File: src/hdl/secv_pkg.sv
// Shared sizes, opcode codes and instruction layouts for the data-memory path, imported by all RTL
`default_nettype none

package secv_pkg;

    // Data and bus sizes
    localparam int XLEN      = 64;
    localparam int SEL_WIDTH = XLEN / 8;
    localparam int ADR_WIDTH = 8;

    // Words mapped by the data RAM
    localparam int DMEM_DEPTH     = 128;
    localparam int DMEM_IDX_WIDTH = $clog2(DMEM_DEPTH);

    // Waiting cycles before an access is abandoned
    localparam int ACK_TIMEOUT    = 12;
    localparam int WDOG_CNT_WIDTH = $clog2(ACK_TIMEOUT + 1);

    // Issue sequencer states
    localparam logic [1:0] FSM_IDLE   = 2'd0;
    localparam logic [1:0] FSM_ACCESS = 2'd1;
    localparam logic [1:0] FSM_DONE   = 2'd2;

    typedef logic [6:0] opcode_t;
    typedef logic [2:0] funct3_t;

    // Major opcodes
    localparam opcode_t OPCODE_LOAD  = 7'b000_0011;
    localparam opcode_t OPCODE_STORE = 7'b010_0011;

    // Load widths
    localparam funct3_t FUNCT3_LOAD_LB  = 3'b000;
    localparam funct3_t FUNCT3_LOAD_LH  = 3'b001;
    localparam funct3_t FUNCT3_LOAD_LW  = 3'b010;
    localparam funct3_t FUNCT3_LOAD_LD  = 3'b011;
    localparam funct3_t FUNCT3_LOAD_LBU = 3'b100;
    localparam funct3_t FUNCT3_LOAD_LHU = 3'b101;
    localparam funct3_t FUNCT3_LOAD_LWU = 3'b110;

    // Store widths
    localparam funct3_t FUNCT3_STORE_SB = 3'b000;
    localparam funct3_t FUNCT3_STORE_SH = 3'b001;
    localparam funct3_t FUNCT3_STORE_SW = 3'b010;
    localparam funct3_t FUNCT3_STORE_SD = 3'b011;

    // One instruction word, viewed in the layout its opcode calls for
    typedef union packed {
        struct packed {
            logic [6:0] funct7;
            logic [4:0] rs2;
            logic [4:0] rs1;
            funct3_t    funct3;
            logic [4:0] rd;
            opcode_t    opcode;
        } r_type;
        struct packed {
            logic [11:0] imm;
            logic [4:0]  rs1;
            funct3_t     funct3;
            logic [4:0]  rd;
            opcode_t     opcode;
        } i_type;
        struct packed {
            logic [6:0] imm_hi;
            logic [4:0] rs2;
            logic [4:0] rs1;
            funct3_t    funct3;
            logic [4:0] imm_lo;
            opcode_t    opcode;
        } s_type;
    } inst_t;

endpackage

`default_nettype wire
File: src/hdl/mem_issue_fsm.sv
// Issue sequencer that holds one load/store request and registers the function unit's result
`timescale 1ns/1ps
`default_nettype none

module mem_issue_fsm (
    input  logic                         clk_i,
    input  logic                         rst_n_i,
    input  logic                         req_i,
    input  secv_pkg::inst_t              inst_i,
    input  logic [secv_pkg::XLEN-1:0]    src1_i,
    input  logic [secv_pkg::XLEN-1:0]    src2_i,
    output logic                         busy_o,
    output logic                         done_o,

    output logic                         fu_ena_o,
    output secv_pkg::inst_t              fu_inst_o,
    output logic [secv_pkg::XLEN-1:0]    fu_src1_o,
    output logic [secv_pkg::XLEN-1:0]    fu_src2_o,
    input  logic                         fu_rdy_i,
    input  logic                         fu_err_i,
    input  logic [secv_pkg::XLEN-1:0]    fu_res_i,
    input  logic                         fu_res_wb_i,

    output logic [secv_pkg::XLEN-1:0]    res_o,
    output logic                         res_wb_o,
    output logic                         err_o
);
    import secv_pkg::*;

    logic [1:0] state_q;

    always_ff @(posedge clk_i) begin
        if (!rst_n_i) begin
            state_q  <= FSM_IDLE;
            res_wb_o <= 1'b0;
            err_o    <= 1'b0;
        end else begin
            case (state_q)
                FSM_IDLE: begin
                    if (req_i) begin
                        state_q <= FSM_ACCESS;
                    end
                end
                FSM_ACCESS: begin
                    if (fu_rdy_i) begin
                        state_q  <= FSM_DONE;
                        res_wb_o <= fu_res_wb_i;
                        err_o    <= fu_err_i;
                    end
                end
                default: state_q <= FSM_IDLE;
            endcase
        end
    end

    // Operands and result payload
    always_ff @(posedge clk_i) begin
        if (state_q == FSM_IDLE && req_i) begin
            fu_inst_o <= inst_i;
            fu_src1_o <= src1_i;
            fu_src2_o <= src2_i;
        end
        if (state_q == FSM_ACCESS && fu_rdy_i) begin
            res_o <= fu_res_i;
        end
    end

    assign fu_ena_o = (state_q == FSM_ACCESS);
    assign busy_o   = (state_q != FSM_IDLE);
    assign done_o   = (state_q == FSM_DONE);

    a_wb_not_err: assert property (@(posedge clk_i) disable iff (!rst_n_i)
        done_o |-> !(res_wb_o && err_o))
        else $error("result both written back and flagged as an error");

endmodule

`default_nettype wire

File: config.mk
export PLATFORM = sky130hd
export DESIGN_NAME = mem_issue_fsm
export DESIGN_NICKNAME = d
export VERILOG_FILES = /design/src/hdl/secv_pkg.sv /design/src/hdl/mem_issue_fsm.sv
export SDC_FILE = /design/constraint.sdc
export NUM_CORES = 1
export LEC_CHECK = 0
export BUFFER_PORTS_ARGS = -buffer_cell sky130_fd_sc_hd__buf_4
export CORE_AREA = 2 2 176 178
export CTS_CLUSTER_SIZE = 30
export DETAILED_ROUTE_END_ITERATION = 10
export DIE_AREA = 0 0 178 180
export PLACE_DENSITY_LB_ADDON = 0.3
export SYNTH_ARGS = -nofsm -noshare
export SYNTH_HDL_FRONTEND = slang
export SYNTH_SLANG_ARGS = --single-unit
File: constraint.sdc
create_clock -name clk_i -period 9.96 [get_ports clk_i]
set_clock_uncertainty 0.1 [all_clocks]
set_input_delay 1.494 -clock clk_i [delete_from_list [all_inputs] [get_ports clk_i]]
set_output_delay 1.494 -clock clk_i [all_outputs]
set_load 0.03 [all_outputs]
# After elaboration in Yosys (flattened, before gate mapping)
# Index checks and enable logic that the tools add are counted.
# Widths: inputs -> output; s select.
[op_classes] n_lt_le_gt_ge=0 n_shift=0 multipliers=0 div_mod_pow=0 eq_ne=4 bitwise=0 add_sub_neg=0 muxes=3 n_reduce_logical=6
[op_table] op="$mux 2" count=2
[op_table] op="$pmux 2 s2" count=1
[op_table] op="$reduce_and 2->1" count=2
[op_table] op="$eq 2x1->1 const B" count=1
[op_table] op="$eq 2x2->1 const B" count=1
[op_table] op="$logic_and 1x1->1" count=2
[op_table] op="$logic_not 2->1" count=1
[op_table] op="$ne 2x1->1 const B" count=1
[op_table] op="$ne 2x2->1 const B" count=1
[op_table] op="$reduce_bool 2->1" count=1
[totals] wordCells=20 latchBits=0 mem_count=0 rom_bits=0 ramBits=0 reg_bits=228

# Depth between registers and ports, before layout
[depth] depth_word=3 depth_mapped=3 depth_no_buf=2

# Worst setup path after synthesis
# Ideal clock, no wire load.
[synth_path] kind="input -> register" start="input req_i" end="register fu_inst_o[0] in the netlist's numbering, enable pin" t_arrival_ns=8.113 stages=2 t_required_ns=9.177 path_slack_ns=1.064 path_cell_list="inv_1 > nor2_1"
[synth_between] elab_chain_cells=1
[synth_lines] element="start, declared" line_no="mem_issue_fsm.sv:8" text="input logic req_i,"
[synth_lines] element="$logic_and 1x1->1" line_no="mem_issue_fsm.sv:58" text="if (state_q == FSM_IDLE && req_i) begin"
[synth_lines] element="end signal, assigned" line_no="mem_issue_fsm.sv:59" text="fu_inst_o <= inst_i;"
[synth_lines] element="end, declared" line_no="mem_issue_fsm.sv:16" text="output secv_pkg::inst_t fu_inst_o,"
# No other way between the ends.
# A chain may end at the register's enable or synchronous reset.

# Final worst setup path
[layout_path] start="input req_i" end="register fu_src1_o[44] in the netlist's numbering, enable pin"
[layout_between] elab_chain_cells=1
[layout_lines] element="$logic_and 1x1->1" line_no="mem_issue_fsm.sv:58"
[layout_lines] element="end signal, assigned" line_no="mem_issue_fsm.sv:60" text="fu_src1_o <= src1_i;"
[layout_lines] element="end, declared" line_no="mem_issue_fsm.sv:17" text="output logic [secv_pkg::XLEN-1:0] fu_src1_o,"
# No other way between the ends.

==> reports/metrics.yaml <==
synthesis:
  synth_area_leaders: "edfxtp_1 97%, dfxtp_1 1.2%, mux2i_1 0.29%"
  synthCells: 246
  synth_ff_type: "edfxtp_1"
  yosys.cell_count.top_type: "edfxtp_1"
  synth_cell_type_count: 14
  avgSynthCellArea_um2: 28.1
  ys_top_cells_by_count: "224 x edfxtp_1, 4 x dfxtp_1, 4 x nand2_1"
  synth-seq-area-share: 0.984
  synth_edf_count: 224
  syn_nets: 476
  yosysTopAreaCell: "edfxtp_1"
  ys_ff_latch: 228
  synthDominantCellAreaShare: 0.972
  async_flop_share: 0
  synth.cell_area_um2: 6920
  yosysWarningCount: 0
sta:
  max_freq_ghz: 0.306
  rsz0062_at_grt: "no"
  worst_pin_slew_ns: 1.04
  hold_violations: 0
  setup_violations: 0
  layout_min_cycle_time_ns: 3.27
  tns_ns: 0
  hold_slack_ns: 0.365
  fin_crit_sh: 0.328
  relSlewSlack: 0.306
  final_max_slew_viol_count: 0
global_routing:
  antenna_found_initial: 0
  grt_pass1_vias: 4738
  grt_max_degree: 69
  overflow: 0
  grt_pass1_wl_mm: 29.3
  grtUsageTotal: 0.124
finish:
  antenna_cells: 0
  area.growth.synth_to_final_pct: 69.5
  final_net_count: 965
  drive_gt1_frac: 0.666
  fin_area_um2: 11700
pwr:
  p_seq_frac: 0.481
  p_switching_uw: 555
  clockPowerShare: 0.399
  powerDensity_nw_per_um2: 202
  vdd_drop_max_v: 0.000180
  switching_share: 0.234
  pwr-share-comb: 0.120
  intPower_mw: 1.81
  p_leak_nw: 4.84
place:
  place.gp.congestion: 0.723
  dp_hpwl_mm: 16.5
  placed_area_um2: 10900
  port-buffer-count: 458
floorplan:
  ios: 459
  die_x_um: 178
  std_cell_rows: 64
  die_h_um: 180
  die_area_um2: 32000
  core-area_um2: 30200
  initial_core_util: 0.229
detailed_routing:
  wl_per_cell_um: 18.5
  drc: 0
  via_per_inst: 3.74
  antenna_left: 0
  num_vias: 4304
  dr.first_iter.drc_count: 178
  wl_mm: 21.2
  dr.pass1.iters: 4
clocking:
  clk_latency_ns: 0.52
  clk_path_buf_depth: 3
  hold_buffers: 0
  cts_tree: "done"
  clk_pin_slew_worst_paths_ns: 0.06
  post-cts-setup-buffers: 0
  root_buffer: "clkbuf_16"
  clock-sinks: 228
  htree_levels: 1
  cts_buffers: 27
  cts_resized: 0
run_status:
  status: "finished, final reports clean"
setup_path:
  crit_fanout: 68
  crit_end: "fu_src1_o[44]"
  crit_type: "in -> reg"
  worstPathArrival_ns: 3.31
  end_kind: "flip-flop"
  critPathLaunch: "req_i"
  rr_endpoint: "fu_src1_o[44]"
  worst_ep_required_time_ns: 10.00
  rrSetupSlack_ns: 7.21
  start_kind: "input pin"
  reg2reg_depth: 3
  regToRegStartpoint: "state_q[0]"
run:
  drv_cap: 0
hold_path:
  hold_path.class: "reg -> reg"
-- critical path, stage by stage --
cell	delay (ns)
buf_4	0.09
inv_1	0.06
nor2_4	0.80
buf_4	0.78
-- cell usage in the layout, fill, tap and decap left out --
master and instances:
a21oi_1 1, and2_1 1, and2b_1 1, and3b_2 1
buf_4 461, bufinv_16 3, clkbuf_1 4, clkbuf_16 27
clkinv_1 5, clkinv_2 6, clkinv_4 1, clkinvlp_4 2
dfxtp_1 4, edfxtp_1 224, inv_1 1, mux2i_1 2
nand2_1 4, nand2b_1 3, nor2_4 1, nor2b_1 1
or2_1 1
-- worst min-delay path by stage --
stage,startpoint,end,slack (ns),depth (start not counted)
floorplan,state_q[0],state_q[0],0.37,2
global placement,err_o,err_o,0.34,2
detailed placement,res_wb_o,res_wb_o,0.36,2
CTS,res_wb_o,res_wb_o,0.37,2
global route,err_o,err_o,0.40,2
finish,res_wb_o,res_wb_o,0.36,2
-- cell type report --
type,count,area [um2]
Clock buffer,31,691
Clock inverter,17,163
Fill cell,2845,18500
Inverter,1,3.75
Multi-Input combinational cell,16,106
Sequential cell,228,6810
Tap cell,396,495
Timing Repair Buffer,461,3460
-- power groups by stage --
stage	sequential [mW]	combinational, mW	clock [mW]
after floorplan	1.27	0.0226	0
after global placement	1.16	0.288	0
after detailed placement	1.16	0.290	0
after CTS	1.14	0.290	0.980
after global routing	1.14	0.300	1.01
final	1.14	0.285	0.944
-- flip-flops by register name, indices dropped and copies added, names as in the netlist --
signal	cells
err_o	1
res_wb_o	1
fu_inst_o	32
res_o	64
fu_src2_o	64
fu_src1_o	64
state_q	2
-- metal layers --
layer / wire (um) / vias to the layer above / global-route usage / share of wire
met4: 476 / 0 / 0.0334 / 0.022
met2: 11300 / 293 / 0.235 / 0.53
met1: 6670 / 2017 / 0.118 / 0.31
met3: 2810 / 25 / 0.0599 / 0.13
met5: 0 / - / 0 / 0
li1: - / 1969 / - / -
-- per-stage QoR --
stage	std cells	power [mW]	util	setup slack, ns
global route	1150	2.46	0.388	6.59
global placement	1102	1.44	0.360	6.16
detailed placement	1102	1.45	0.360	6.14
CTS	1150	2.41	0.388	6.69
floorplan	246	1.29	-	1.06
finish	1150	2.37	0.388	6.69
-- logic make-up (layout without fill, tap and decap cells) --
family                 count (synthesis)  in the layout  synth area share
DFF                                  228            228             0.984
and+or+nand+nor                       13             13            0.0105
muxes                                  2              2           0.00289
buffers and inverters                  2            510           0.00217
AOI/OAI and AO/OA                      1              1          0.000723
No activity file was read; power rests on OpenSTA's default activity.
