==> config.mk <==
export PLATFORM = sky130hd
export DESIGN_NAME = mem_funit
export DESIGN_NICKNAME = d
export VERILOG_FILES = /design/src/hdl/secv_pkg.sv /design/src/hdl/mem_funit.sv
export SDC_FILE = /design/constraint.sdc
export NUM_CORES = 1
export LEC_CHECK = 0
export ABC_AREA = 1
export BUFFER_PORTS_ARGS = -buffer_cell sky130_fd_sc_hd__buf_2
export CAP_MARGIN = 20
export CORE_AREA = 2 2 148 150
export DETAILED_ROUTE_END_ITERATION = 12
export DIE_AREA = 0 0 150 152
export SLEW_MARGIN = 20
export SYNTH_ARGS = -nofsm -noshare
export SYNTH_HDL_FRONTEND = slang
export SYNTH_SLANG_ARGS = --single-unit
==> constraint.sdc <==
create_clock -name vclk -period 3.9
set_input_delay 0.195 -clock vclk [all_inputs]
set_output_delay 0.195 -clock vclk [all_outputs]
set_load 0.03 [all_outputs]
==> src/hdl/secv_pkg.sv <==
// Shared sizes, opcode codes and instruction layouts for the data-memory path, imported by all RTL
`default_nettype none

package secv_pkg;

    // Data and bus sizes
    localparam int XLEN      = 64;
    localparam int SEL_WIDTH = XLEN / 8;
    localparam int ADR_WIDTH = 8;

    // Words mapped by the data RAM
    localparam int DMEM_DEPTH     = 128;
    localparam int DMEM_IDX_WIDTH = $clog2(DMEM_DEPTH);

    // Waiting cycles before an access is abandoned
    localparam int ACK_TIMEOUT    = 12;
    localparam int WDOG_CNT_WIDTH = $clog2(ACK_TIMEOUT + 1);

    // Issue sequencer states
    localparam logic [1:0] FSM_IDLE   = 2'd0;
    localparam logic [1:0] FSM_ACCESS = 2'd1;
    localparam logic [1:0] FSM_DONE   = 2'd2;

    typedef logic [6:0] opcode_t;
    typedef logic [2:0] funct3_t;

    // Major opcodes
    localparam opcode_t OPCODE_LOAD  = 7'b000_0011;
    localparam opcode_t OPCODE_STORE = 7'b010_0011;

    // Load widths
    localparam funct3_t FUNCT3_LOAD_LB  = 3'b000;
    localparam funct3_t FUNCT3_LOAD_LH  = 3'b001;
    localparam funct3_t FUNCT3_LOAD_LW  = 3'b010;
    localparam funct3_t FUNCT3_LOAD_LD  = 3'b011;
    localparam funct3_t FUNCT3_LOAD_LBU = 3'b100;
    localparam funct3_t FUNCT3_LOAD_LHU = 3'b101;
    localparam funct3_t FUNCT3_LOAD_LWU = 3'b110;

    // Store widths
    localparam funct3_t FUNCT3_STORE_SB = 3'b000;
    localparam funct3_t FUNCT3_STORE_SH = 3'b001;
    localparam funct3_t FUNCT3_STORE_SW = 3'b010;
    localparam funct3_t FUNCT3_STORE_SD = 3'b011;

    // One instruction word, viewed in the layout its opcode calls for
    typedef union packed {
        struct packed {
            logic [6:0] funct7;
            logic [4:0] rs2;
            logic [4:0] rs1;
            funct3_t    funct3;
            logic [4:0] rd;
            opcode_t    opcode;
        } r_type;
        struct packed {
            logic [11:0] imm;
            logic [4:0]  rs1;
            funct3_t     funct3;
            logic [4:0]  rd;
            opcode_t     opcode;
        } i_type;
        struct packed {
            logic [6:0] imm_hi;
            logic [4:0] rs2;
            logic [4:0] rs1;
            funct3_t    funct3;
            logic [4:0] imm_lo;
            opcode_t    opcode;
        } s_type;
    } inst_t;

endpackage

`default_nettype wire
==> src/hdl/mem_funit.sv <==
// Load/store function unit that decodes accesses and drives the Wishbone bus to the data RAM
`timescale 1ns/1ps
`default_nettype none

module mem_funit (
    input  logic                             ena_i,
    input  secv_pkg::inst_t                  inst_i,
    input  logic [secv_pkg::XLEN-1:0]        src1_i,
    input  logic [secv_pkg::XLEN-1:0]        src2_i,
    output logic                             rdy_o,
    output logic                             err_o,
    output logic [secv_pkg::XLEN-1:0]        res_o,
    output logic                             res_wb_o,

    output logic                             dmem_cyc_o,
    output logic                             dmem_stb_o,
    output logic [secv_pkg::SEL_WIDTH-1:0]   dmem_sel_o,
    output logic [secv_pkg::ADR_WIDTH-1:0]   dmem_adr_o,
    output logic                             dmem_we_o,
    output logic [secv_pkg::XLEN-1:0]        dmem_dat_o,
    input  logic [secv_pkg::XLEN-1:0]        dmem_dat_i,
    input  logic                             dmem_ack_i,
    input  logic                             bus_timeout_i
);
    import secv_pkg::*;

    opcode_t                opcode;
    funct3_t                funct3;
    logic                   is_load;
    logic                   is_store;
    logic                   dec_err;
    logic                   bus_act;
    logic [XLEN-1:0]        imm;
    logic [XLEN-1:0]        eff_adr;
    logic [SEL_WIDTH-1:0]   sel;
    logic [XLEN-1:0]        st_dat;
    logic [XLEN-1:0]        ld_dat;

    assign opcode   = inst_i.r_type.opcode;
    assign funct3   = inst_i.r_type.funct3;
    assign is_load  = (opcode == OPCODE_LOAD);
    assign is_store = (opcode == OPCODE_STORE);

    // I-type immediate for loads, split S-type immediate for stores
    always_comb begin
        if (is_store) begin
            imm = {{(XLEN-12){inst_i.s_type.imm_hi[6]}},
                   inst_i.s_type.imm_hi, inst_i.s_type.imm_lo};
        end else begin
            imm = {{(XLEN-12){inst_i.i_type.imm[11]}}, inst_i.i_type.imm};
        end
    end

    // Word address with no byte offset kept
    assign eff_adr = src1_i + imm;

    // Width decode with the data always in the low bytes of the word
    always_comb begin
        dec_err = 1'b0;
        sel     = '0;
        st_dat  = '0;
        ld_dat  = '0;
        if (is_load) begin
            case (funct3)
                FUNCT3_LOAD_LB: begin
                    sel    = 8'h01;
                    ld_dat = {{(XLEN-8){dmem_dat_i[7]}}, dmem_dat_i[7:0]};
                end
                FUNCT3_LOAD_LH: begin
                    sel    = 8'h03;
                    ld_dat = {{(XLEN-16){dmem_dat_i[15]}}, dmem_dat_i[15:0]};
                end
                FUNCT3_LOAD_LW: begin
                    sel    = 8'h0f;
                    ld_dat = {{(XLEN-32){dmem_dat_i[31]}}, dmem_dat_i[31:0]};
                end
                FUNCT3_LOAD_LD: begin
                    sel    = 8'hff;
                    ld_dat = dmem_dat_i;
                end
                FUNCT3_LOAD_LBU: begin
                    sel         = 8'h01;
                    ld_dat[7:0] = dmem_dat_i[7:0];
                end
                FUNCT3_LOAD_LHU: begin
                    sel          = 8'h03;
                    ld_dat[15:0] = dmem_dat_i[15:0];
                end
                FUNCT3_LOAD_LWU: begin
                    sel          = 8'h0f;
                    ld_dat[31:0] = dmem_dat_i[31:0];
                end
                default: dec_err = 1'b1;
            endcase
        end else if (is_store) begin
            case (funct3)
                FUNCT3_STORE_SB: begin
                    sel         = 8'h01;
                    st_dat[7:0] = src2_i[7:0];
                end
                FUNCT3_STORE_SH: begin
                    sel          = 8'h03;
                    st_dat[15:0] = src2_i[15:0];
                end
                FUNCT3_STORE_SW: begin
                    sel          = 8'h0f;
                    st_dat[31:0] = src2_i[31:0];
                end
                FUNCT3_STORE_SD: begin
                    sel    = 8'hff;
                    st_dat = src2_i;
                end
                default: dec_err = 1'b1;
            endcase
        end else begin
            dec_err = 1'b1;
        end
    end

    // Bus stays idle on a decode error
    assign bus_act    = ena_i && !dec_err;
    assign dmem_cyc_o = bus_act;
    assign dmem_stb_o = bus_act;
    assign dmem_we_o  = bus_act && is_store;
    assign dmem_sel_o = bus_act ? sel : '0;
    assign dmem_adr_o = bus_act ? eff_adr[ADR_WIDTH-1:0] : '0;
    assign dmem_dat_o = bus_act ? st_dat : '0;

    // Acknowledge wins over a timeout in the same cycle
    assign rdy_o    = ena_i && (dec_err || dmem_ack_i || bus_timeout_i);
    assign err_o    = ena_i && (dec_err || (bus_timeout_i && !dmem_ack_i));
    assign res_wb_o = bus_act && is_load && dmem_ack_i;
    assign res_o    = (ena_i && is_load) ? ld_dat : '0;

endmodule

`default_nettype wire

Word level (Yosys, flattened, before mapping) --
Index checks and enable logic that the tools add are counted.
Word-level totals: memories kept 0, bits in read-only memories 0, latch bits 0, bits in writable memories 0, register bits 0
Operators by class: order comparisons 0, divide/modulo/power cells 0, $add $sub $neg 1, bitwise gates (word level) 0, mux-type cells 24, shifts and indexed selects 0, equal/unequal tests 8, reduce and logical (&&, ||, !) cells 23, multiply operators 0
Operator list (count):
- 64-bit two-way mux | 5
- 32-bit one-hot mux with 4 select lines | 1
- 8-bit one-hot mux with 4 select lines | 2
- 8-bit two-way mux | 7
- 16-bit one-hot mux with 3 select lines | 1
- 32-bit two-way mux | 1
- 16-bit two-way mux | 1
- 8-bit one-hot mux with 2 select lines | 1
- 3-bit == test, second input constant | 3
- 8-bit adder | 1
- 1-bit logical AND | 8
- 2-bit OR reduction | 4
- 7-bit by 2-bit == test with 1-bit output, second input constant | 1
- 7-bit by 6-bit == test with 1-bit output, second input constant | 1
- 7-bit OR reduction | 1
- 3-bit by 2-bit == test with 1-bit output, second input constant | 2
- 3-bit OR reduction | 2
- 5-bit two-way mux | 1
- 5-bit OR reduction | 1
- 1-bit two-way mux | 4
- 4-bit OR reduction | 1
- 3-bit by 1-bit == test with 1-bit output, second input constant | 1
- 3-bit logical NOT | 1
- 1-bit logical OR | 3
- 1-bit logical NOT | 2

Longest topological paths before layout --
Gate-level depths: netlist (run 1).
word-level depth 9, mapped depth 14, depth with buffers taken out 14

Worst setup path before layout (run 1) --
No wires, ideal clock.
path type input-to-output, start input inst_i[4] (netlist bit), end output dmem_adr_o[6] (netlist bit), cell stages on the path 12, arrival 2.398 ns, buffers on the path 0, slack 1.307 ns, cell sequence nor2_2 > nand2_2 > nor3_4 > nor2_1 > nor2_1 > ha_1 > inv_1 > fa_1 > or3_1 > nand3_1 > nand2_1 > nor2_1
On the way: cells in the longest elaborated chain, start to end 6, elaborated cells between the ends (all ways) 9, those cells by class add/sub: 1; eq/ne: 2; mux: 4; reduce/logical: 2
Ends and longest elaborated chain:
- from (decl) | RTL line mem_funit.sv:7 | input secv_pkg::inst_t inst_i,
- parallel branches: the longest is 5 deep, another holds 8-bit adder
- 8-bit two-way mux (*) | RTL line mem_funit.sv:126 | assign dmem_adr_o = bus_act ? eff_adr[ADR_WIDTH-1:0] : '0;
- to (decl) | RTL line mem_funit.sv:18 | output logic [secv_pkg::ADR_WIDTH-1:0] dmem_adr_o,
Every way passes the cells marked *.

Final worst setup path (run 1) --
start input inst_i[1] (netlist bit), end output dmem_adr_o[6] (netlist bit)
Same word-level chain as after synthesis.

==> results of run 1 <==
cell families (layout without fill, tap and decap cells):
group	count (synthesis)	count (layout)	synth area share
xor gates and xnor gates	4	4	0.0177
and+or+nand+nor	244	244	0.561
adders and majority gates	8	8	0.0544
buffers and inverters	74	361	0.178
AOI/OAI and AO/OA	69	69	0.189
worst max-delay path, stage by stage:
cell,delay [ns]
sky130_fd_sc_hd__buf_2,0.07
sky130_fd_sc_hd__nand2_1,0.16
sky130_fd_sc_hd__nor3_4,0.45
sky130_fd_sc_hd__nor2_1,0.09
sky130_fd_sc_hd__nor2_1,0.12
sky130_fd_sc_hd__ha_1,0.17
sky130_fd_sc_hd__inv_1,0.06
sky130_fd_sc_hd__fa_1,0.46
sky130_fd_sc_hd__or3_1,0.42
sky130_fd_sc_hd__nand3_1,0.08
sky130_fd_sc_hd__nand2_1,0.05
sky130_fd_sc_hd__nor2_1,0.08
sky130_fd_sc_hd__buf_2,0.20
where the power goes:
part | internal [W] | switching, W
logic | 0.0000961 | 0.000112
registers | 0 | 0
clock network | 0 | 0
synthesized netlist by cell type:
| library cell | n | area (µm²) |
|---|---|---|
| sky130_fd_sc_hd__nor2_1 | 104 | 390 |
| sky130_fd_sc_hd__nand2_1 | 97 | 364 |
| sky130_fd_sc_hd__a21o_1 | 1 | 7.51 |
| sky130_fd_sc_hd__xor2_1 | 3 | 26.3 |
| sky130_fd_sc_hd__nor3b_1 | 16 | 120 |
| sky130_fd_sc_hd__nand3_1 | 6 | 30.0 |
| sky130_fd_sc_hd__buf_6 | 2 | 22.5 |
| sky130_fd_sc_hd__o21a_1 | 1 | 7.51 |
| sky130_fd_sc_hd__o21ai_2 | 2 | 17.5 |
| sky130_fd_sc_hd__buf_4 | 13 | 97.6 |
| sky130_fd_sc_hd__ha_1 | 7 | 87.6 |
| sky130_fd_sc_hd__inv_4 | 1 | 6.26 |
| sky130_fd_sc_hd__or3_1 | 1 | 6.26 |
| sky130_fd_sc_hd__fa_1 | 1 | 20.0 |
| sky130_fd_sc_hd__nand2_2 | 4 | 25.0 |
| sky130_fd_sc_hd__a21oi_1 | 62 | 310 |
| sky130_fd_sc_hd__o31ai_1 | 1 | 7.51 |
| sky130_fd_sc_hd__clkinv_1 | 1 | 3.75 |
| sky130_fd_sc_hd__clkbuf_1 | 6 | 22.5 |
| sky130_fd_sc_hd__inv_2 | 7 | 26.3 |
| sky130_fd_sc_hd__a21boi_0 | 1 | 7.51 |
| sky130_fd_sc_hd__nand4_4 | 1 | 21.3 |
| sky130_fd_sc_hd__inv_1 | 38 | 143 |
| sky130_fd_sc_hd__nor2_2 | 3 | 18.8 |
| sky130_fd_sc_hd__nor2_8 | 1 | 20.0 |
| sky130_fd_sc_hd__nor2_4 | 2 | 22.5 |
| sky130_fd_sc_hd__nand2_4 | 2 | 22.5 |
| sky130_fd_sc_hd__xnor2_1 | 1 | 8.76 |
| sky130_fd_sc_hd__nor3_4 | 2 | 32.5 |
| sky130_fd_sc_hd__buf_2 | 6 | 30.0 |
| sky130_fd_sc_hd__nand4_1 | 2 | 12.5 |
| sky130_fd_sc_hd__a21oi_4 | 1 | 16.3 |
| sky130_fd_sc_hd__nand3_2 | 1 | 10.0 |
| sky130_fd_sc_hd__nand3b_1 | 1 | 7.51 |
| sky130_fd_sc_hd__and3_1 | 1 | 6.26 |
final cells by class:
class	count	area [µm²]	share of cell area
repair buffers	314	1580	0.423
well taps	280	350	0.0936
multi-input cells	325	1630	0.435
inverters	47	179	0.0478
layer usage:
metal  up-vias  track usage
met3         6      0.00300
li1       1813            -
met5         -            0
met2       212        0.165
met4         0      0.00674
met1      1485       0.0926
cell usage in the layout, fill, tap and decap left out, types with 4 or more instances in the layout:
master	instances
sky130_fd_sc_hd__ha_1	7
sky130_fd_sc_hd__nand3_1	6
sky130_fd_sc_hd__nor2_1	103
sky130_fd_sc_hd__inv_1	38
sky130_fd_sc_hd__nor2_2	4
sky130_fd_sc_hd__buf_2	312
sky130_fd_sc_hd__nand2_2	4
sky130_fd_sc_hd__inv_2	7
sky130_fd_sc_hd__a21oi_1	62
sky130_fd_sc_hd__nand2_1	97
sky130_fd_sc_hd__nor3b_1	16
path summary, 6_finish.rpt:
path / slack [ns] / cells past startpoint / from / to
max: 1.10 / 13 / inst_i[1] / dmem_adr_o[6]
min: 0.72 / 4 / dmem_dat_i[4] / res_o[4]
per-stage QoR:
step	setup slack [ns]	instance area [µm²]	total power (W)	instances	hold WS, ns
after floorplan	1.31	1980	0.000102	399	0.541
after global placement	1.04	3720	0.000207	965	0.720
after detailed placement	1.05	3720	0.000209	965	0.719
after CTS	1.04	3720	0.000210	965	0.720
after global routing	0.850	3740	0.000236	966	0.732
final	1.10	3740	0.000208	966	0.720
==> results.txt, run 1 <==
The flow ran to the end, and the final reports show no timing, DRC or antenna violations. The logs give 0 for the count of buffers added by post-CTS timing repair for setup and 8880 µm for the half-perimeter wire length after detailed placement. In the detailed route, the total length drawn on met3 is 807 µm. After global routing the overflow that remains totals 0. The number of failing hold endpoints at the final stage was 0; the critical-path maximum fanout was 7. The final route contains 3,516 vias. The initial antenna violation count is 0, and the total number of sequential cells is 0. The total count of max-transition violations in the final report was 0.

In the routed layout, each cell is associated on average with a via count of 3.64. Synthesized area divided by synthesized cell count: 4.96 µm². The die is 150 µm wide. The filler cells instantiated in the layout total 2,497. Gates resized during post-CTS repair numbered 0. After detailed routing, the met2 layer carries 5210 µm of wire. Across the run, the number of max-cap violations was 0.

The ratio of final minimum period to clock period is 0.718. The detailed router put a total of 4320 µm of wire on met1. For the first-pass GRT wire length, the log shows 15,100 µm. The worst setup path is captured at a primary output. STA classifies the critical path startpoint as a primary input. In this run, post-CTS hold repair placed 0 buffers.

The instance count of the mapped netlist was 399; the post-route minimum period was 2.80 ns. The post-layout utilization of the core is 0.175, and the net count after synthesis is 634. Across the VDD grid, the largest voltage drop is 0.0326 mV. The total area inside the core boundary comes to 21,400 µm². Summing every instance area after synthesis gives 1980 µm².

The run gives 4 as the number of optimization iterations in the first detailed-route pass. Routed signal wires occupy layers up through met4. The measured slew at the worst slew-check pin was 0.815 ns; the final total negative setup slack was 0 ns.

The run gives 35 as the number of unique standard cell types used by synthesis. Wires add up to 10,400 µm. The logs give 377 for the top-level I/O count and 357 MHz for the fmax. The critical path in this run is classified as in -> out. The share of post-route cells with drive strength above 1 was 0.499. The die covers 22,800 µm². Power density of the placed cells: 55.6 nW/µm². After detailed routing, the average wire length per cell comes to 10.8 µm. After detailed routing, the number of remaining DRC violations is 0. The worst hold path belongs to the class in -> out. For the worst setup path, the data required time is 3.70 ns. The sequential-to-total area share from yosys stat was 0. The run gives 0.455 as the tightest slew margin relative to the limit. In this run the tool buffered the top-level ports with 312 buffer cells. The floorplan has 54 rows. The run gives 2.61 ns as the data arrival time of the critical path. Setup repair after global routing left no endpoint under its margin. Entering global routing, the biggest net connects 42 pins. Compared with the post-synthesis result, the final layout area differs by 89.2%.

In this run the vertical extent of the chip is 152 µm. In the final layout, flip-flops and latches occupy 0 µm². At the end of the flow, the number of nets in the layout was 923. The run gives 0 as the antenna diode count.

The effective utilization at floorplan was 0.0927; the leakage power summed over all cells was 2.26 nW. For the final-report setup violation count, the log shows 0. Via count of the first global-routing pass: 3,130. The overall fraction of global-route tracks in use was 0.0802; the count of clock buffers in the final design was 0. The first routing iteration left 158 violations. The global placer's final weighted congestion is 0.746.

In this run the remaining antenna-violating nets after routing total 0. The number of synthesis warnings was 0.
(Power assumes the default switching activity.)
==> inputs of run 2 (changes only) <==
- CORE_AREA: 2 2 148 150 -> 2 2 145 147
- DIE_AREA: 0 0 150 152 -> 0 0 147 149
- clock period: 3.9 -> 2.75 ns (I/O delays scaled with it)
==> run 2 against run 1 <==
  * Sequential share of layout area did not move
  * Power up 42%
  * Cell count stayed put
  * Non-clock buffer count grew 5
  * Utilization increased by 0.82 points
==> results.txt, run 2 (same netlist as run 1, synthesis figures left out) <==
The run gives 8860 µm (-0.20%) as the half-perimeter wire length after detailed placement. The tools report the via total after detailed routing as 3,507 (-0.26%). For the count of clock buffers in the final design, the log shows 0 (unchanged). The tools report the total of max-cap violations as 0 (unchanged). The count of standard-cell rows is 53 (-1.9%), and the final-report setup violation count is 0 (unchanged).

The placed standard-cell area is 3760 µm² (+1.0%), and the power density of the placed cells is 78.2 nW/µm² (+40%). Overall fraction of global-route tracks in use: 0.0818 (+0.00164). The tools report the sequential cell area in the final layout as 0 µm² (unchanged). The fmax was 402 MHz; the global placer's final weighted congestion was 0.740 (-0.74%). The critical-path maximum fanout was 6 (-1); the effective utilization at floorplan was 0.0962 (+0.00358). The run gives 104 (-34%) as the number of DRC markers in iteration 0.

The post-route minimum period was 2.49 ns. The number of buffers inserted by port buffering was 312 (unchanged); the average wire per standard cell was 10.7 µm (-0.69%). Vertical die dimension: 149 µm (-2.0%). The worst hold path class was in -> out. The count of buffers added by post-CTS timing repair for setup was 0 (unchanged); the maximum vdd ir drop was 0.0414 mV (+27%). The final global-route overflow total came out at 0 (unchanged). The kind of critical path was in -> out. The logs give 0 (unchanged) for the antenna diode count and 0 (unchanged) for the total count of max-transition violations in the final report. The final routed wirelength across all metal layers was 10,300 µm (-0.69%); the core area was 20,600 µm² (-3.7%). The leakage power summed over all cells was 2.28 nW (+0.88%); the pre-CTS setup slack was 0.137 ns (-0.909 ns). The tightest slew margin relative to the limit is 0.521 (+0.0656), and the measured slew at the worst slew-check pin is 0.718 ns (-0.0976 ns). The number of hold-repair buffers added at the cts stage was 0 (unchanged). Setup repair after global routing left no endpoint under its margin. The layout overhead on the synthesized area came out at 90.6%. The number of failing hold endpoints at the final stage is 0 (unchanged), and the data arrival time of the critical path is 2.35 ns (-0.26 ns).

The ratio of final minimum period to clock period was 0.906; the via count normalized by instance count was 3.63 (-0.26%). The library cell used most frequently in the layout, excluding fill and tap cells, is sky130_fd_sc_hd__buf_2. The number of nets still failing antenna checks after routing came out at 0 (unchanged).

Leaving out fill and tap cells, the most frequent cells in the layout are sky130_fd_sc_hd__buf_2 (311), sky130_fd_sc_hd__nor2_1 (104), sky130_fd_sc_hd__nand2_1 (96). The maximum number of pins on one net before global-route repair came out at 42 (unchanged). The logs give 0 (unchanged) for the initial antenna violation count and 0 ns (unchanged) for the final total negative setup slack. Via count of the first global-routing pass: 2,989 (-4.5%). The post-layout utilization of the core came out at 0.183 (+0.00816). The floorplan die width is 147 µm (-2.0%). The final critical-path setup slack is 0.260 ns (-0.840 ns), and the top-level I/O count is 377 (unchanged).

For the total die area, the log shows 21,900 µm² (-3.9%). The share of post-route cells with drive strength above 1 was 0.504 (+0.00508). The post-cts resize count was 0 (unchanged); the number of nets in the finished design was 928 (+0.54%).

The number of optimization iterations in the first detailed-route pass is 4 (unchanged). The final design instance area without fill came out at 3770 µm² (+0.77%). The flow ran to the end, and the final reports show no timing, DRC or antenna violations. The total number of sequential cells is 0 (unchanged), and the number of remaining DRC errors is 0 (unchanged).

The first-pass GRT wire length is 15,000 µm (-0.50%). The tools report the element type at the critical path end as a primary output. Data required time of the critical path: 2.61 ns (-1.09 ns). The tools report the critical path launch point type as a primary input.
==> run 2: cell types whose count changed in the layout (fill, tap and decap cells not counted), sizes merged <==
cell,change
clkbuf,+1
buf,+4
==> run 2: per-layer routing <==
layer  GRT usage  part of all wire  vias to the layer above
met4     0.00192            0.0035                        0
met5           0                 0                        -
li1            -                 -                     1830
met1       0.107              0.44                     1492
met2       0.155              0.49                      179
met3     0.00581             0.069                        6
==> run 2: worst max-delay path, cell delays in order <==
cell                       delay, ns
sky130_fd_sc_hd__buf_2          0.10
sky130_fd_sc_hd__nor2_2         0.11
sky130_fd_sc_hd__nand2_2        0.09
sky130_fd_sc_hd__nor3_4         0.21
sky130_fd_sc_hd__buf_4          0.19
sky130_fd_sc_hd__inv_4          0.06
sky130_fd_sc_hd__nor2_1         0.16
sky130_fd_sc_hd__nor2_1         0.06
sky130_fd_sc_hd__ha_1           0.35
sky130_fd_sc_hd__nand2_1        0.07
sky130_fd_sc_hd__or3_1          0.37
sky130_fd_sc_hd__nand3_1        0.08
sky130_fd_sc_hd__nand2_1        0.05
sky130_fd_sc_hd__nor2_1         0.10
sky130_fd_sc_hd__clkbuf_4       0.20
==> run 2: report_power, final <==
part           internal, W  switching (W)  leakage, nW
sequential               0              0            0
clock                    0              0            0
combinational     0.000139       0.000156         2.28
total             0.000139       0.000156         2.28
==> run 2: per-stage QoR <==
| step | std cells | hold slack (ns) | total power [W] |
|---|---|---|---|
| floorplan | 399 | 0.426 | 0.000145 |
| global placement | 966 | 0.602 | 0.000293 |
| detailed placement | 966 | 0.602 | 0.000296 |
| CTS | 966 | 0.604 | 0.000298 |
| global route | 966 | 0.612 | 0.000335 |
| finish | 966 | 0.604 | 0.000295 |
==> run 2: area by class of cell <==
| cell class | count | area [µm²] |
|---|---|---|
| Timing Repair Buffer | 319 | 1620 |
| Multi-Input combinational cell | 325 | 1630 |
| Fill cell | 2413 | 16800 |
| Tap cell | 275 | 344 |
| Inverter | 47 | 179 |
==> run 2: worst paths after layout <==
kind	startpoint	endpoint	slack, ns	cells after the start
setup / recovery	inst_i[3]	dmem_adr_o[6]	0.26	15
hold / removal	src2_i[10]	dmem_dat_o[10]	0.60	4
