**src/hdl/secv_pkg.sv**
```systemverilog
// Shared sizes, opcode codes and instruction layouts for the data-memory path, imported by all RTL
`default_nettype none

package secv_pkg;

    // Data and bus sizes
    localparam int XLEN      = 64;
    localparam int SEL_WIDTH = XLEN / 8;
    localparam int ADR_WIDTH = 8;

    // Words mapped by the data RAM
    localparam int DMEM_DEPTH     = 128;
    localparam int DMEM_IDX_WIDTH = $clog2(DMEM_DEPTH);

    // Waiting cycles before an access is abandoned
    localparam int ACK_TIMEOUT    = 12;
    localparam int WDOG_CNT_WIDTH = $clog2(ACK_TIMEOUT + 1);

    // Issue sequencer states
    localparam logic [1:0] FSM_IDLE   = 2'd0;
    localparam logic [1:0] FSM_ACCESS = 2'd1;
    localparam logic [1:0] FSM_DONE   = 2'd2;

    typedef logic [6:0] opcode_t;
    typedef logic [2:0] funct3_t;

    // Major opcodes
    localparam opcode_t OPCODE_LOAD  = 7'b000_0011;
    localparam opcode_t OPCODE_STORE = 7'b010_0011;

    // Load widths
    localparam funct3_t FUNCT3_LOAD_LB  = 3'b000;
    localparam funct3_t FUNCT3_LOAD_LH  = 3'b001;
    localparam funct3_t FUNCT3_LOAD_LW  = 3'b010;
    localparam funct3_t FUNCT3_LOAD_LD  = 3'b011;
    localparam funct3_t FUNCT3_LOAD_LBU = 3'b100;
    localparam funct3_t FUNCT3_LOAD_LHU = 3'b101;
    localparam funct3_t FUNCT3_LOAD_LWU = 3'b110;

    // Store widths
    localparam funct3_t FUNCT3_STORE_SB = 3'b000;
    localparam funct3_t FUNCT3_STORE_SH = 3'b001;
    localparam funct3_t FUNCT3_STORE_SW = 3'b010;
    localparam funct3_t FUNCT3_STORE_SD = 3'b011;

    // One instruction word, viewed in the layout its opcode calls for
    typedef union packed {
        struct packed {
            logic [6:0] funct7;
            logic [4:0] rs2;
            logic [4:0] rs1;
            funct3_t    funct3;
            logic [4:0] rd;
            opcode_t    opcode;
        } r_type;
        struct packed {
            logic [11:0] imm;
            logic [4:0]  rs1;
            funct3_t     funct3;
            logic [4:0]  rd;
            opcode_t     opcode;
        } i_type;
        struct packed {
            logic [6:0] imm_hi;
            logic [4:0] rs2;
            logic [4:0] rs1;
            funct3_t    funct3;
            logic [4:0] imm_lo;
            opcode_t    opcode;
        } s_type;
    } inst_t;

endpackage

`default_nettype wire
```
**src/hdl/bus_watchdog.sv**
```systemverilog
// Bus watchdog: counts cycles without acknowledge and flags a timeout to end a stuck access
`timescale 1ns/1ps
`default_nettype none

module bus_watchdog (
    input  logic clk_i,
    input  logic rst_n_i,
    input  logic cyc_i,
    input  logic ack_i,
    output logic timeout_o
);
    import secv_pkg::*;

    logic [WDOG_CNT_WIDTH-1:0] wait_cnt_q;

    // Saturates at the limit until the cycle drops
    always_ff @(posedge clk_i) begin
        if (!rst_n_i) begin
            wait_cnt_q <= '0;
        end else if (!cyc_i || ack_i) begin
            wait_cnt_q <= '0;
        end else if (!timeout_o) begin
            wait_cnt_q <= wait_cnt_q + 1'b1;
        end
    end

    assign timeout_o = (wait_cnt_q == WDOG_CNT_WIDTH'(ACK_TIMEOUT));

endmodule

`default_nettype wire

```
**config.mk**
```make
export PLATFORM = sky130hd
export DESIGN_NAME = bus_watchdog
export DESIGN_NICKNAME = d
export VERILOG_FILES = /design/src/hdl/secv_pkg.sv /design/src/hdl/bus_watchdog.sv
export SDC_FILE = /design/constraint.sdc
export NUM_CORES = 1
export LEC_CHECK = 0
export BUFFER_PORTS_ARGS = -buffer_cell sky130_fd_sc_hd__buf_2
export CELL_PAD_IN_SITES_DETAIL_PLACEMENT = 0
export CELL_PAD_IN_SITES_GLOBAL_PLACEMENT = 1
export CORE_AREA = 2 2 39 41
export DETAILED_ROUTE_END_ITERATION = 7
export DIE_AREA = 0 0 41 43
export HOLD_SLACK_MARGIN = 0.02
export PLACE_DENSITY = 0.36
export RECOVER_POWER = 50
export SLEW_MARGIN = 20
export SYNTH_ARGS = -nofsm -noshare
export SYNTH_HDL_FRONTEND = slang
export SYNTH_SLANG_ARGS = --single-unit
```
**constraint.sdc**
```tcl
create_clock -name clk_i -period 1.15 [get_ports clk_i]
set_input_delay 0.0575 -clock clk_i [delete_from_list [all_inputs] [get_ports clk_i]]
set_output_delay 0.0575 -clock clk_i [all_outputs]
set_load 0.02 [all_outputs]
```
After elaboration in Yosys (flattened, before gate mapping)

Cells that the tools add are included.

Register bits: 4

$add $sub $neg: 1
Eq/ne operators: 1
Bitwise gates (word level): 1
Reductions and logical operators: 3

Operators with widths:

| kind                                         | count |
|---|---|
| adder 4 x 1 -> 4 bit (second input constant) | 1 |
| == test 4 bit (second input constant)        | 1 |
| OR reduction 2 bit                           | 1 |
| logical NOT 1 bit                            | 1 |
| logical OR 1 bit                             | 1 |
| inverter 1 bit                               | 1 |

Depth between registers and ports, before layout

Gate-level depths: netlist of the first run.

Depth after elaboration: 3
Mapped depth: 5
Depth with buffers taken out: 5

Worst setup path after synthesis of the first run

No wires, ideal clock.

Path type: reg2reg
Start: reg wait_cnt_q[0]
End: reg wait_cnt_q[1]
Arrival time: 987 ps
Setup slack: 45 ps
Cell stages (with the launch flop): 6
Period minus slack after synthesis: 1105 ps
Path through: dfxtp_1 inv_1 ha_1 nand3_1 mux2i_1 nor2_1

Longest elaborated chain between the ends: 1
Elaborated cells between the ends (all ways): 2

RTL lines:

| what                                                         | line                                   | source |
|---|---|---|
| start, declared                                              | bus_watchdog.sv:14                     | `logic [WDOG_CNT_WIDTH-1:0] wait_cnt_q;` |
| start signal, assigned                                       | bus_watchdog.sv:23                     | `wait_cnt_q <= wait_cnt_q + 1'b1;` |
| adder 4 x 1 -> 4 bit / == test 4 bit (equally long branches) | bus_watchdog.sv:23, bus_watchdog.sv:27 |  |

Parallel ways exist; a longest one is shown, timed or not.
A chain may end at the register's enable or synchronous reset.

Worst setup path after layout of the first run

Start: reg wait_cnt_q[0]
End: out timeout_o

Longest elaborated chain between the ends: 1

RTL lines:

| what          | line               | source |
|---|---|---|
| == test 4 bit | bus_watchdog.sv:27 | `assign timeout_o = (wait_cnt_q == WDOG_CNT_WIDTH'(ACK_TIMEOUT));` |
| end, declared | bus_watchdog.sv:10 | `output logic timeout_o` |

Every way passes these cells.

==> flow_summary.toml, run 1 <==
[timing]
setup_slack_ns = 0.0727
setup_tns_ns = 0
hold_viol = 0
maxSlewViolCount = 0
period_minus_slack_ns = 1.08
slew_headroom_pct = 86.0
worst_pin_slew_ns = 0.210
finalSetupViolCount = 0
rsz0062_at_grt = "no"
skew_ns = 0.00186
max_freq_ghz = 0.928
final.period_utilization_pct = 93.7

[layout]
fillers = 156
diodes = 0
multi_input_area_um2 = 133
nets = 42
top_register = "wait_cnt_q"
largest_reg_flops = 4
syn_to_final_growth_pct = 69.9
area.sequential_um2 = 82.6
drive_gt1_share_pct = 50.0
layout.cells.non_filler = 50
reg_top3 = "wait_cnt_q: 4 flops"

[floorplanning]
ios = 5
dieArea_um2 = 1760
die_y_um = 43
core.rowCount = 14
coreArea_um2 = 1380
start_util_pct = 13.8
die_w_um = 41

[detailed_routing]
vias = 180
post_drt_wl_per_cell_um = 7.80
drt_pass1_iterations = 2
via_per_inst = 3.60
drt_iter0_drc = 1
drtAntennaViolNets = 0
drc = 0
wirelength_um = 390

[synthesis]
synth_area_per_cell_um2 = 8.70
synth_cell_types = 12
synth_seq_area_share_pct = 41.8
yosysTopAreaCell = "dfxtp_1"
synthTopCellsByArea = "dfxtp_1 42%, ha_1 13%, inv_1 5.9%, nor2_1 5.9%, a21oi_1 5.2%"
synth_nets = 28
syn-cell-area_um2 = 191
synthCells = 22
synth-edff-count = 0
synth_top_cells_by_count = "4 x dfxtp_1, 3 x inv_1, 3 x nor2_1"
synth-seq-cells = 4
synth_warnings = 0
async_reset_ff_share_pct = 0
synth.most_common_cell = "dfxtp_1"
synth_top_area_share_pct = 41.8
synth_flop_cell = "dfxtp_1"

[setup_path]
cp_data_arrival_time_ns = 1.02
cp_data_required_time_ns = 1.09
cp-end-kind = "output port"
critPathMaxFanout = 4
start_kind = "flop"
path_class = "reg2out"

[clock_network]
cts_buffer_depth = 2
cts_sinks = 4
cts_root_buf = "clkbuf_4"
clk-insertion-delay-late_ns = 0.23
clkTransAtPathRegs_ns = 0.03
cts_tree = "built"
cts_buffers = 3
htreeDepth = 1
hold_buffers = 0

[power]
swShare_pct = 18.0
powerDensity_nw_per_um2 = 1010
p_comb_share_pct = 6.8
p_int_w = 0.000270
clock_power_share_pct = 49.9
vdd_drop_max_uv = 419
pwr-share-seq_pct = 43.3
p_sw_w = 0.0000593
power.leakage_nw = 0.148

[outcome]
outcome = "complete, no violations"

[global_routing]
grt_pass1_vias = 189
antenna_found_initial = 0
grt_max_degree = 5
grt-ovfl-total = 0
grt_use_total_pct = 6.83
grt_pass1_wl_um = 696

[min_path]
hold_path_class = "in2reg"

[placement]
hpwlAfterDp_um = 332
dp_slack_ns = 0.000174
io_buffers = 4
dp.cells = 45
gp_congestion = 0.627

[run]
maxCapViolations = 0
## kinds of logic after synthesis
group,after synthesis,synth area share [%]
xor gates and xnor gates,2,9.15
AOI/OAI and AO/OA,2,5.23
and+or+nand+nor,8,19.6
buffers and inverters,3,5.88
muxes,1,5.23
DFF,4,41.8
adders and majority gates,2,13.1
## worst max-delay path, stage by stage (launching register included)
cell     delay, ns
dfxtp_2       0.30
inv_1         0.08
ha_4          0.15
nand3_4       0.07
inv_1         0.06
buf_4         0.13
## power groups by stage
| stage | sequential (W) | clock (W) | combinational (W) |
|---|---|---|---|
| global route | 0.000143 | 0.000192 | 0.0000257 |
| global placement | 0.000144 | 0 | 0.0000174 |
| finish | 0.000143 | 0.000165 | 0.0000225 |
| floorplan | 0.000145 | 0 | 0.00000746 |
| CTS | 0.000142 | 0.000175 | 0.0000196 |
| detailed placement | 0.000144 | 0 | 0.0000185 |
## placed cells by master, fill, tap and decap left out, types with 2 or more instances in the layout
cell type / count
dfxtp_1: 2
clkbuf_4: 3
a21oi_1: 2
buf_4: 5
dfxtp_2: 2
buf_2: 3
inv_1: 2
nor2_1: 3
## per-layer routing
metal	wire length, um	GRT usage (%)	up-vias
met3	17	3.14	0
li1	-	-	96
met2	240	9.69	4
met5	0	0	-
met1	132	6.11	80
met4	0	8.00	0
## metrics by stage
| step | util (%) | area (um2) | hold slack, ns | power, W |
|---|---|---|---|---|
| final | 23.5 | 325 | 0.181 | 0.000330 |
| after global routing | 23.5 | 325 | 0.214 | 0.000360 |
| after CTS | 21.8 | 302 | 0.194 | 0.000337 |
| after global placement | 18.4 | 254 | 0.414 | 0.000162 |
| after detailed placement | 18.4 | 254 | 0.439 | 0.000163 |
| after floorplan | - | 191 | 0.270 | 0.000153 |
## repair_timing
item / in CTS / in global routing
setup endpoints to repair: 2 / 3
hold endpoints to repair: 0 / 0
buffers inserted: 2 / 0
pin swaps: 1 / 1
cloned: 0 / 0
resized for setup: 3 / 6
## worst paths after layout
path / to / slack [ns] / start / cells after the start
min: wait_cnt_q[0]$_SDFFE_PP0P_ / 0.18 / ack_i / 3
max reg2reg: wait_cnt_q[1]$_SDFFE_PP0P_ / 0.10 / wait_cnt_q[0]$_SDFFE_PP0P_ / 6
min reg2reg: wait_cnt_q[2]$_SDFFE_PP0P_ / 0.56 / wait_cnt_q[2]$_SDFFE_PP0P_ / 2
max: timeout_o / 0.07 / wait_cnt_q[0]$_SDFFE_PP0P_ / 5
## cell type report
class	instances	share of cell area, %
clock buffers	3	6.92
repair buffers	9	17.3
multi-input cells	15	40.8
well taps	16	6.15
flip-flops and latches	4	25.4
inverters	3	3.46
Power figures use the tool's default switching activity.
==> inputs of run 2 (changes only) <==
--- a/config.mk
+++ b/config.mk
@@ -5,6 +5,7 @@
 export SDC_FILE = /design/constraint.sdc
 export NUM_CORES = 1
 export LEC_CHECK = 0
+export ABC_AREA = 1
 export BUFFER_PORTS_ARGS = -buffer_cell sky130_fd_sc_hd__buf_2
 export CELL_PAD_IN_SITES_DETAIL_PLACEMENT = 0
 export CELL_PAD_IN_SITES_GLOBAL_PLACEMENT = 1
@@ -12,7 +13,7 @@
 export DETAILED_ROUTE_END_ITERATION = 7
 export DIE_AREA = 0 0 41 43
 export HOLD_SLACK_MARGIN = 0.02
-export PLACE_DENSITY = 0.36
+export PLACE_DENSITY = 0.39
 export RECOVER_POWER = 50
 export SLEW_MARGIN = 20
 export SYNTH_ARGS = -nofsm -noshare
==> run 2 against run 1 <==
Net effect: first-iteration DRC count down 100%; critical path type unchanged; synthesized area rose by 15%; count of clock-buffer cells in the layout is the same; critical path depth unchanged; non-clock buffer count shrank 1; sequential power barely moved; power grew 2.1%; worst setup slack worse by 0.0086 ns; global-route usage rose by 0.70 points; routed wire length grew 19%.
==> flow_summary.toml, run 2 <==
[outcome]
outcome = "complete, no violations"

[clock_network]
clk-insertion-delay-late_ns = 0.24
clkTransAtPathRegs_ns = 0.03
hold_buffers = 0
cts_tree = "built"
cts_buffers = 3
cts_buffer_depth = 2
htreeDepth = 1
cts_root_buf = "clkbuf_4"
cts_sinks = 4

[detailed_routing]
post_drt_wl_per_cell_um = 8.63
wirelength_um = 466
drc = 0
drt_pass1_iterations = 1
via_per_inst = 3.91
vias = 211
drt_iter0_drc = 0
drtAntennaViolNets = 0

[synthesis]
yosysTopAreaCell = "dfxtp_1"
syn-cell-area_um2 = 220
synth_nets = 33
synthCells = 27
synth_warnings = 0
synth_flop_cell = "dfxtp_1"
synth-seq-cells = 4
synth.most_common_cell = "inv_1"
synthTopCellsByArea = "dfxtp_1 36%, ha_1 11%, inv_1 8.5%, nand3_4 8.0%, nand2_1 6.8%"
async_reset_ff_share_pct = 0
synth_cell_types = 14
synth_top_cells_by_count = "5 x inv_1, 4 x dfxtp_1, 4 x nand2_1"
synth_seq_area_share_pct = 36.4
synth_top_area_share_pct = 36.4
synth-edff-count = 0
synth_area_per_cell_um2 = 8.16

[global_routing]
grt_use_total_pct = 7.52
antenna_found_initial = 0
use_met3_pct = 2.09
grt-ovfl-total = 0
grt_use_met2_pct = 11.3
grt_util_met1_pct = 5.45
grt_max_degree = 6
grt_most_used_layer = "met4"
grt_pass1_wl_um = 786
grt_pass1_vias = 220

[run]
maxCapViolations = 0

[power]
clock_power_share_pct = 51.0
p_int_w = 0.000270
p_comb_share_pct = 6.6
power.leakage_nw = 0.145
pwr-share-seq_pct = 42.5
swShare_pct = 19.9
p_sw_w = 0.0000670
powerDensity_nw_per_um2 = 1000
vdd_drop_max_uv = 409

[setup_path]
cp_top_family = "flip-flops"
cp_data_required_time_ns = 1.09
start_kind = "flop"
cpPeakStageDelay_ns = 0.31
path_class = "reg2out"
cp-end-kind = "output port"
cp_num_cells = 5
critPathBufInv = 3
rr_startpoint = "wait_cnt_q[0]$_SDFFE_PP0P_"
cp_data_arrival_time_ns = 1.03
reg2reg_to = "wait_cnt_q[0]$_SDFFE_PP0P_"
crit_start = "wait_cnt_q[0]$_SDFFE_PP0P_"
crit_end = "timeout_o"
critPathMaxFanout = 2
crit_chain = "inv_1, ha_4, nand3_4, inv_4, buf_6"
reg2reg_setup_slack_ns = 0.09
rr_worst_depth = 6
cpMaxStageDelayCell = "dfxtp_2"

[layout]
largest_reg_flops = 4
syn_to_final_growth_pct = 52.3
layout_common_cells = "4 x inv_1, 4 x nand2_1, 4 x buf_4, 3 x clkbuf_4, 3 x buf_2"
fillers = 161
nets = 46
layout.cells.non_filler = 54
fin_util_pct = 24.2
drive_gt1_share_pct = 50.0
diodes = 0
reg_top3 = "wait_cnt_q: 4 flops"
top_register = "wait_cnt_q"

[timing]
setup_slack_ns = 0.0641
worst_pin_slew_ns = 0.216
period_minus_slack_ns = 1.09
final.period_utilization_pct = 94.4
setup_tns_ns = 0
rsz0062_at_grt = "no"
slew_headroom_pct = 85.6
maxSlewViolCount = 0
holdWs_ns = 0.0936
skew_ns = 0.000640
hold_viol = 0
max_freq_ghz = 0.921
finalSetupViolCount = 0

[placement]
io_buffers = 4
hpwlAfterDp_um = 373
dp.cells = 49
dp_slack_ns = 0.143
gp_congestion = 0.607

[min_path]
hold_path_class = "in2reg"

[floorplanning]
dieArea_um2 = 1760
die_w_um = 41
coreArea_um2 = 1380
start_util_pct = 15.9
core.rowCount = 14
die_y_um = 43
ios = 5
-- run 2: layout make-up --
| type | instances | area, um2 | share of cell area (%) |
|---|---|---|---|
| sequential | 4 | 82.6 | 24.6 |
| multi-input combinational | 17 | 129 | 38.4 |
| tap | 16 | 20.0 | 5.97 |
| timing repair buffer | 8 | 56.3 | 16.8 |
| inverter | 6 | 25.0 | 7.46 |
| clock buffer | 3 | 22.5 | 6.72 |
-- run 2: layer usage --
layer	part of all wire [%]	vias up
li1	-	108
met1	37	95
met2	53	5
met3	3.4	3
met4	6.4	0
met5	0	-
-- run 2: how the worst min path moves through the flow --
stage / startpoint / end / slack [ns] / depth (start not counted)
2_1_floorplan: ack_i / wait_cnt_q[3]$_SDFFE_PP0P_ / 0.23 / 3
3_3_place_gp: ack_i / wait_cnt_q[3]$_SDFFE_PP0P_ / 0.35 / 4
3_5_place_dp: ack_i / wait_cnt_q[3]$_SDFFE_PP0P_ / 0.34 / 4
4_1_cts: ack_i / wait_cnt_q[3]$_SDFFE_PP0P_ / 0.09 / 4
5_1_grt: ack_i / wait_cnt_q[3]$_SDFFE_PP0P_ / 0.11 / 4
6_report: ack_i / wait_cnt_q[3]$_SDFFE_PP0P_ / 0.09 / 4
-- run 2: per-stage QoR --
| stage | total power (W) | instance area [um2] |
|---|---|---|
| CTS | 0.000345 | 315 |
| detailed placement | 0.000164 | 275 |
| finish | 0.000337 | 335 |
| global placement | 0.000164 | 275 |
| global route | 0.000357 | 335 |
| floorplan | 0.000154 | 220 |
-- run 2: timing repair --
action,4_1_cts,5_1_grt
endpoints found under the hold margin,0,0
endpoints found under the setup margin,1,2
pin swaps,0,1
gates resized for setup,4,4
setup buffers,1,1
-- run 2: power by group through the flow --
stage	Sequential, W	Combinational, W	Clock (W)
after floorplan	0.000146	0.00000883	0
after detailed placement	0.000145	0.0000199	0
final	0.000143	0.0000221	0.000172
after CTS	0.000143	0.0000204	0.000182
after global routing	0.000143	0.0000252	0.000188
after global placement	0.000144	0.0000196	0
-- run 2: cells by family (layout without fill, tap and decap cells) --
kind of cell / count (synthesis) / in the layout / share of synthesized area, %
buffers and inverters: 6 / 17 / 10.8
adder cells (fa/ha/maj): 2 / 2 / 11.4
XOR/XNOR: 1 / 1 / 3.98
AO/OA/AOI/OAI: 4 / 4 / 10.8
AND/OR/NAND/NOR: 10 / 10 / 26.7
flip-flops: 4 / 4 / 36.4
-- run 2: worst reg2reg max path, delay by kind of cell, from the launching register on --
family / cells / cell delay (ns)
flops: 1 / 0.31
buf+inv: 2 / 0.25
compound gates: 2 / 0.16
fa+ha+maj: 1 / 0.14
simple gates: 1 / 0.09
==> inputs of run 3 (changes only) <==
--- a/config.mk
+++ b/config.mk
@@ -13,7 +13,7 @@
 export DETAILED_ROUTE_END_ITERATION = 7
 export DIE_AREA = 0 0 41 43
 export HOLD_SLACK_MARGIN = 0.02
-export PLACE_DENSITY = 0.39
+export PLACE_DENSITY = 0.38
 export RECOVER_POWER = 50
 export SLEW_MARGIN = 20
 export SYNTH_ARGS = -nofsm -noshare
==> constraint.sdc (replaced) <==
create_clock -name clk_i -period 1 [get_ports clk_i]
set_input_delay 0.05 -clock clk_i [delete_from_list [all_inputs] [get_ports clk_i]]
set_output_delay 0.05 -clock clk_i [all_outputs]
set_load 0.02 [all_outputs]
==> run 3 against run 2 <==
Net effect: the flow now finishes with violations (setup timing); first-iteration DRC count rose by 3; worst setup slack got worse by 0.11 ns; sequential share of layout area fell by 1.5 points; power rose by 14%; sequential power rose by 15%; largest power group unchanged.
==> flow_summary.toml, run 3 (synthesized netlist as in run 2, its figures left out) <==
[floorplanning]
core.rowCount = 14
die_y_um = 43
ios = 5
dieArea_um2 = 1760
start_util_pct = 15.9
die_w_um = 41
coreArea_um2 = 1380

[clock_network]
hold_buffers = 0
clk-insertion-delay-late_ns = 0.23
clkTransAtPathRegs_ns = 0.04
cts_sinks = 4
cts_buffers = 3
cts_tree = "built"
cts_root_buf = "clkbuf_4"
htreeDepth = 1
cts_buffer_depth = 2

[timing]
max_freq_ghz = 0.953
holdWs_ns = 0.0796
rsz0062_at_grt = "yes"
finalSetupViolCount = 3
skew_ns = 0.000390
period_minus_slack_ns = 1.05
worst_pin_slew_ns = 0.209
slew_headroom_pct = 86.0
final.period_utilization_pct = 105
maxSlewViolCount = 0
hold_viol = 0
setup_slack_ns = -0.0495

[outcome]
outcome = "complete, but fails checks"
violations = "setup timing"

[detailed_routing]
vias = 206
drt_iter0_drc = 3
via_per_inst = 3.75
drt_pass1_iterations = 4
post_drt_wl_per_cell_um = 7.82
drc = 0
wirelength_um = 430
drtAntennaViolNets = 0

[layout]
reg_top3 = "wait_cnt_q: 4 flops"
nets = 47
drive_gt1_share_pct = 56.4
top_register = "wait_cnt_q"
layout_common_cells = "5 x buf_4, 4 x nand2_1, 3 x inv_1, 3 x clkbuf_4, 3 x buf_2"
syn_to_final_growth_pct = 62.5
final_common_cell = "buf_4"
fillers = 157
fin_util_pct = 25.9
diodes = 0
largest_reg_flops = 4

[global_routing]
grt_most_used_layer = "met4"
grt_use_met2_pct = 8.44
grt_util_met1_pct = 9.00
grt_use_total_pct = 7.33
grt-ovfl-total = 0
grt_pass1_wl_um = 807
grt_max_degree = 6
antenna_found_initial = 0
grt_pass1_vias = 211
use_met3_pct = 1.57

[setup_path]
critPathMaxFanout = 3
cp-end-kind = "output port"
cp_data_required_time_ns = 0.95
cp_data_arrival_time_ns = 1.00
path_class = "reg2out"
crit_start = "wait_cnt_q[0]$_SDFFE_PP0P_"
start_kind = "flop"
rr_startpoint = "wait_cnt_q[0]$_SDFFE_PP0P_"

[placement]
hpwlAfterDp_um = 333
gp_congestion = 0.714
io_buffers = 4

[run]
maxCapViolations = 0

[power]
powerDensity_nw_per_um2 = 1070
vdd_drop_max_uv = 391
power.leakage_nw = 0.147

[min_path]
hold_path_class = "in2reg"
min_from = "ack_i"
[run 3: changes by cell type in the layout (fill, tap and decap cells not counted), sizes merged]
cell	change
inv	-1
buf	+1
clkinv	+1
[run 3: final timing paths]
kind,cells past startpoint,to,slack [ns]
setup reg to reg,6,wait_cnt_q[0]$_SDFFE_PP0P_,-0.01
setup / recovery,5,timeout_o,-0.05
hold reg to reg,2,wait_cnt_q[0]$_SDFFE_PP0P_,0.53
hold / removal,4,wait_cnt_q[3]$_SDFFE_PP0P_,0.08
[run 3: power by group]
| group | internal [W] | switching, W |
|---|---|---|
| clock network | 0.000134 | 0.0000584 |
| registers | 0.000163 | 0.00000171 |
| logic | 0.0000149 | 0.0000128 |
| total | 0.000312 | 0.0000729 |
[run 3: area by class of cell]
cell class	instances	area, um2	share of cell area, %
inverters	6	27.5	7.69
repair buffers	9	63.8	17.8
flip-flops and latches	4	82.6	23.1
well taps	16	20.0	5.59
clock buffers	3	22.5	6.29
multi-input cells	17	141	39.5
[run 3: layer usage]
| metal | part of all wire, % | wire length [um] |
|---|---|---|
| met1 | 45 | 195 |
| met2 | 52 | 223 |
| met3 | 2.8 | 12 |
| met4 | 0 | 0 |
| met5 | 0 | 0 |
[run 3: what timing repair did]
item,in CTS,in global routing
pin swaps,1,2
cloned,0,0
endpoints found under the hold margin,0,0
setup buffers,2,0
setup endpoints to repair,2,5
gates resized for setup,6,2
[run 3: critical path, cell delays in order (launching register included)]
cell and delay, ns:
dfxtp_2 0.33, inv_2 0.05, ha_4 0.15, nand3_4 0.07, clkinv_4 0.05, buf_6 0.12
[run 3: metrics by stage]
| step | total power (W) | instances | TNS [ns] | instance area (um2) | setup slack [ns] |
|---|---|---|---|---|---|
| floorplan | 0.000178 | 27 | 0 | 226 | 0.00468 |
| global placement | 0.000191 | 50 | 0 | 289 | 0.00181 |
| detailed placement | 0.000191 | 50 | 0 | 289 | 0.00446 |
| CTS | 0.000396 | 55 | -0.114 | 345 | -0.0665 |
| global route | 0.000419 | 55 | -0.358 | 358 | -0.107 |
| finish | 0.000385 | 55 | -0.0741 | 358 | -0.0495 |
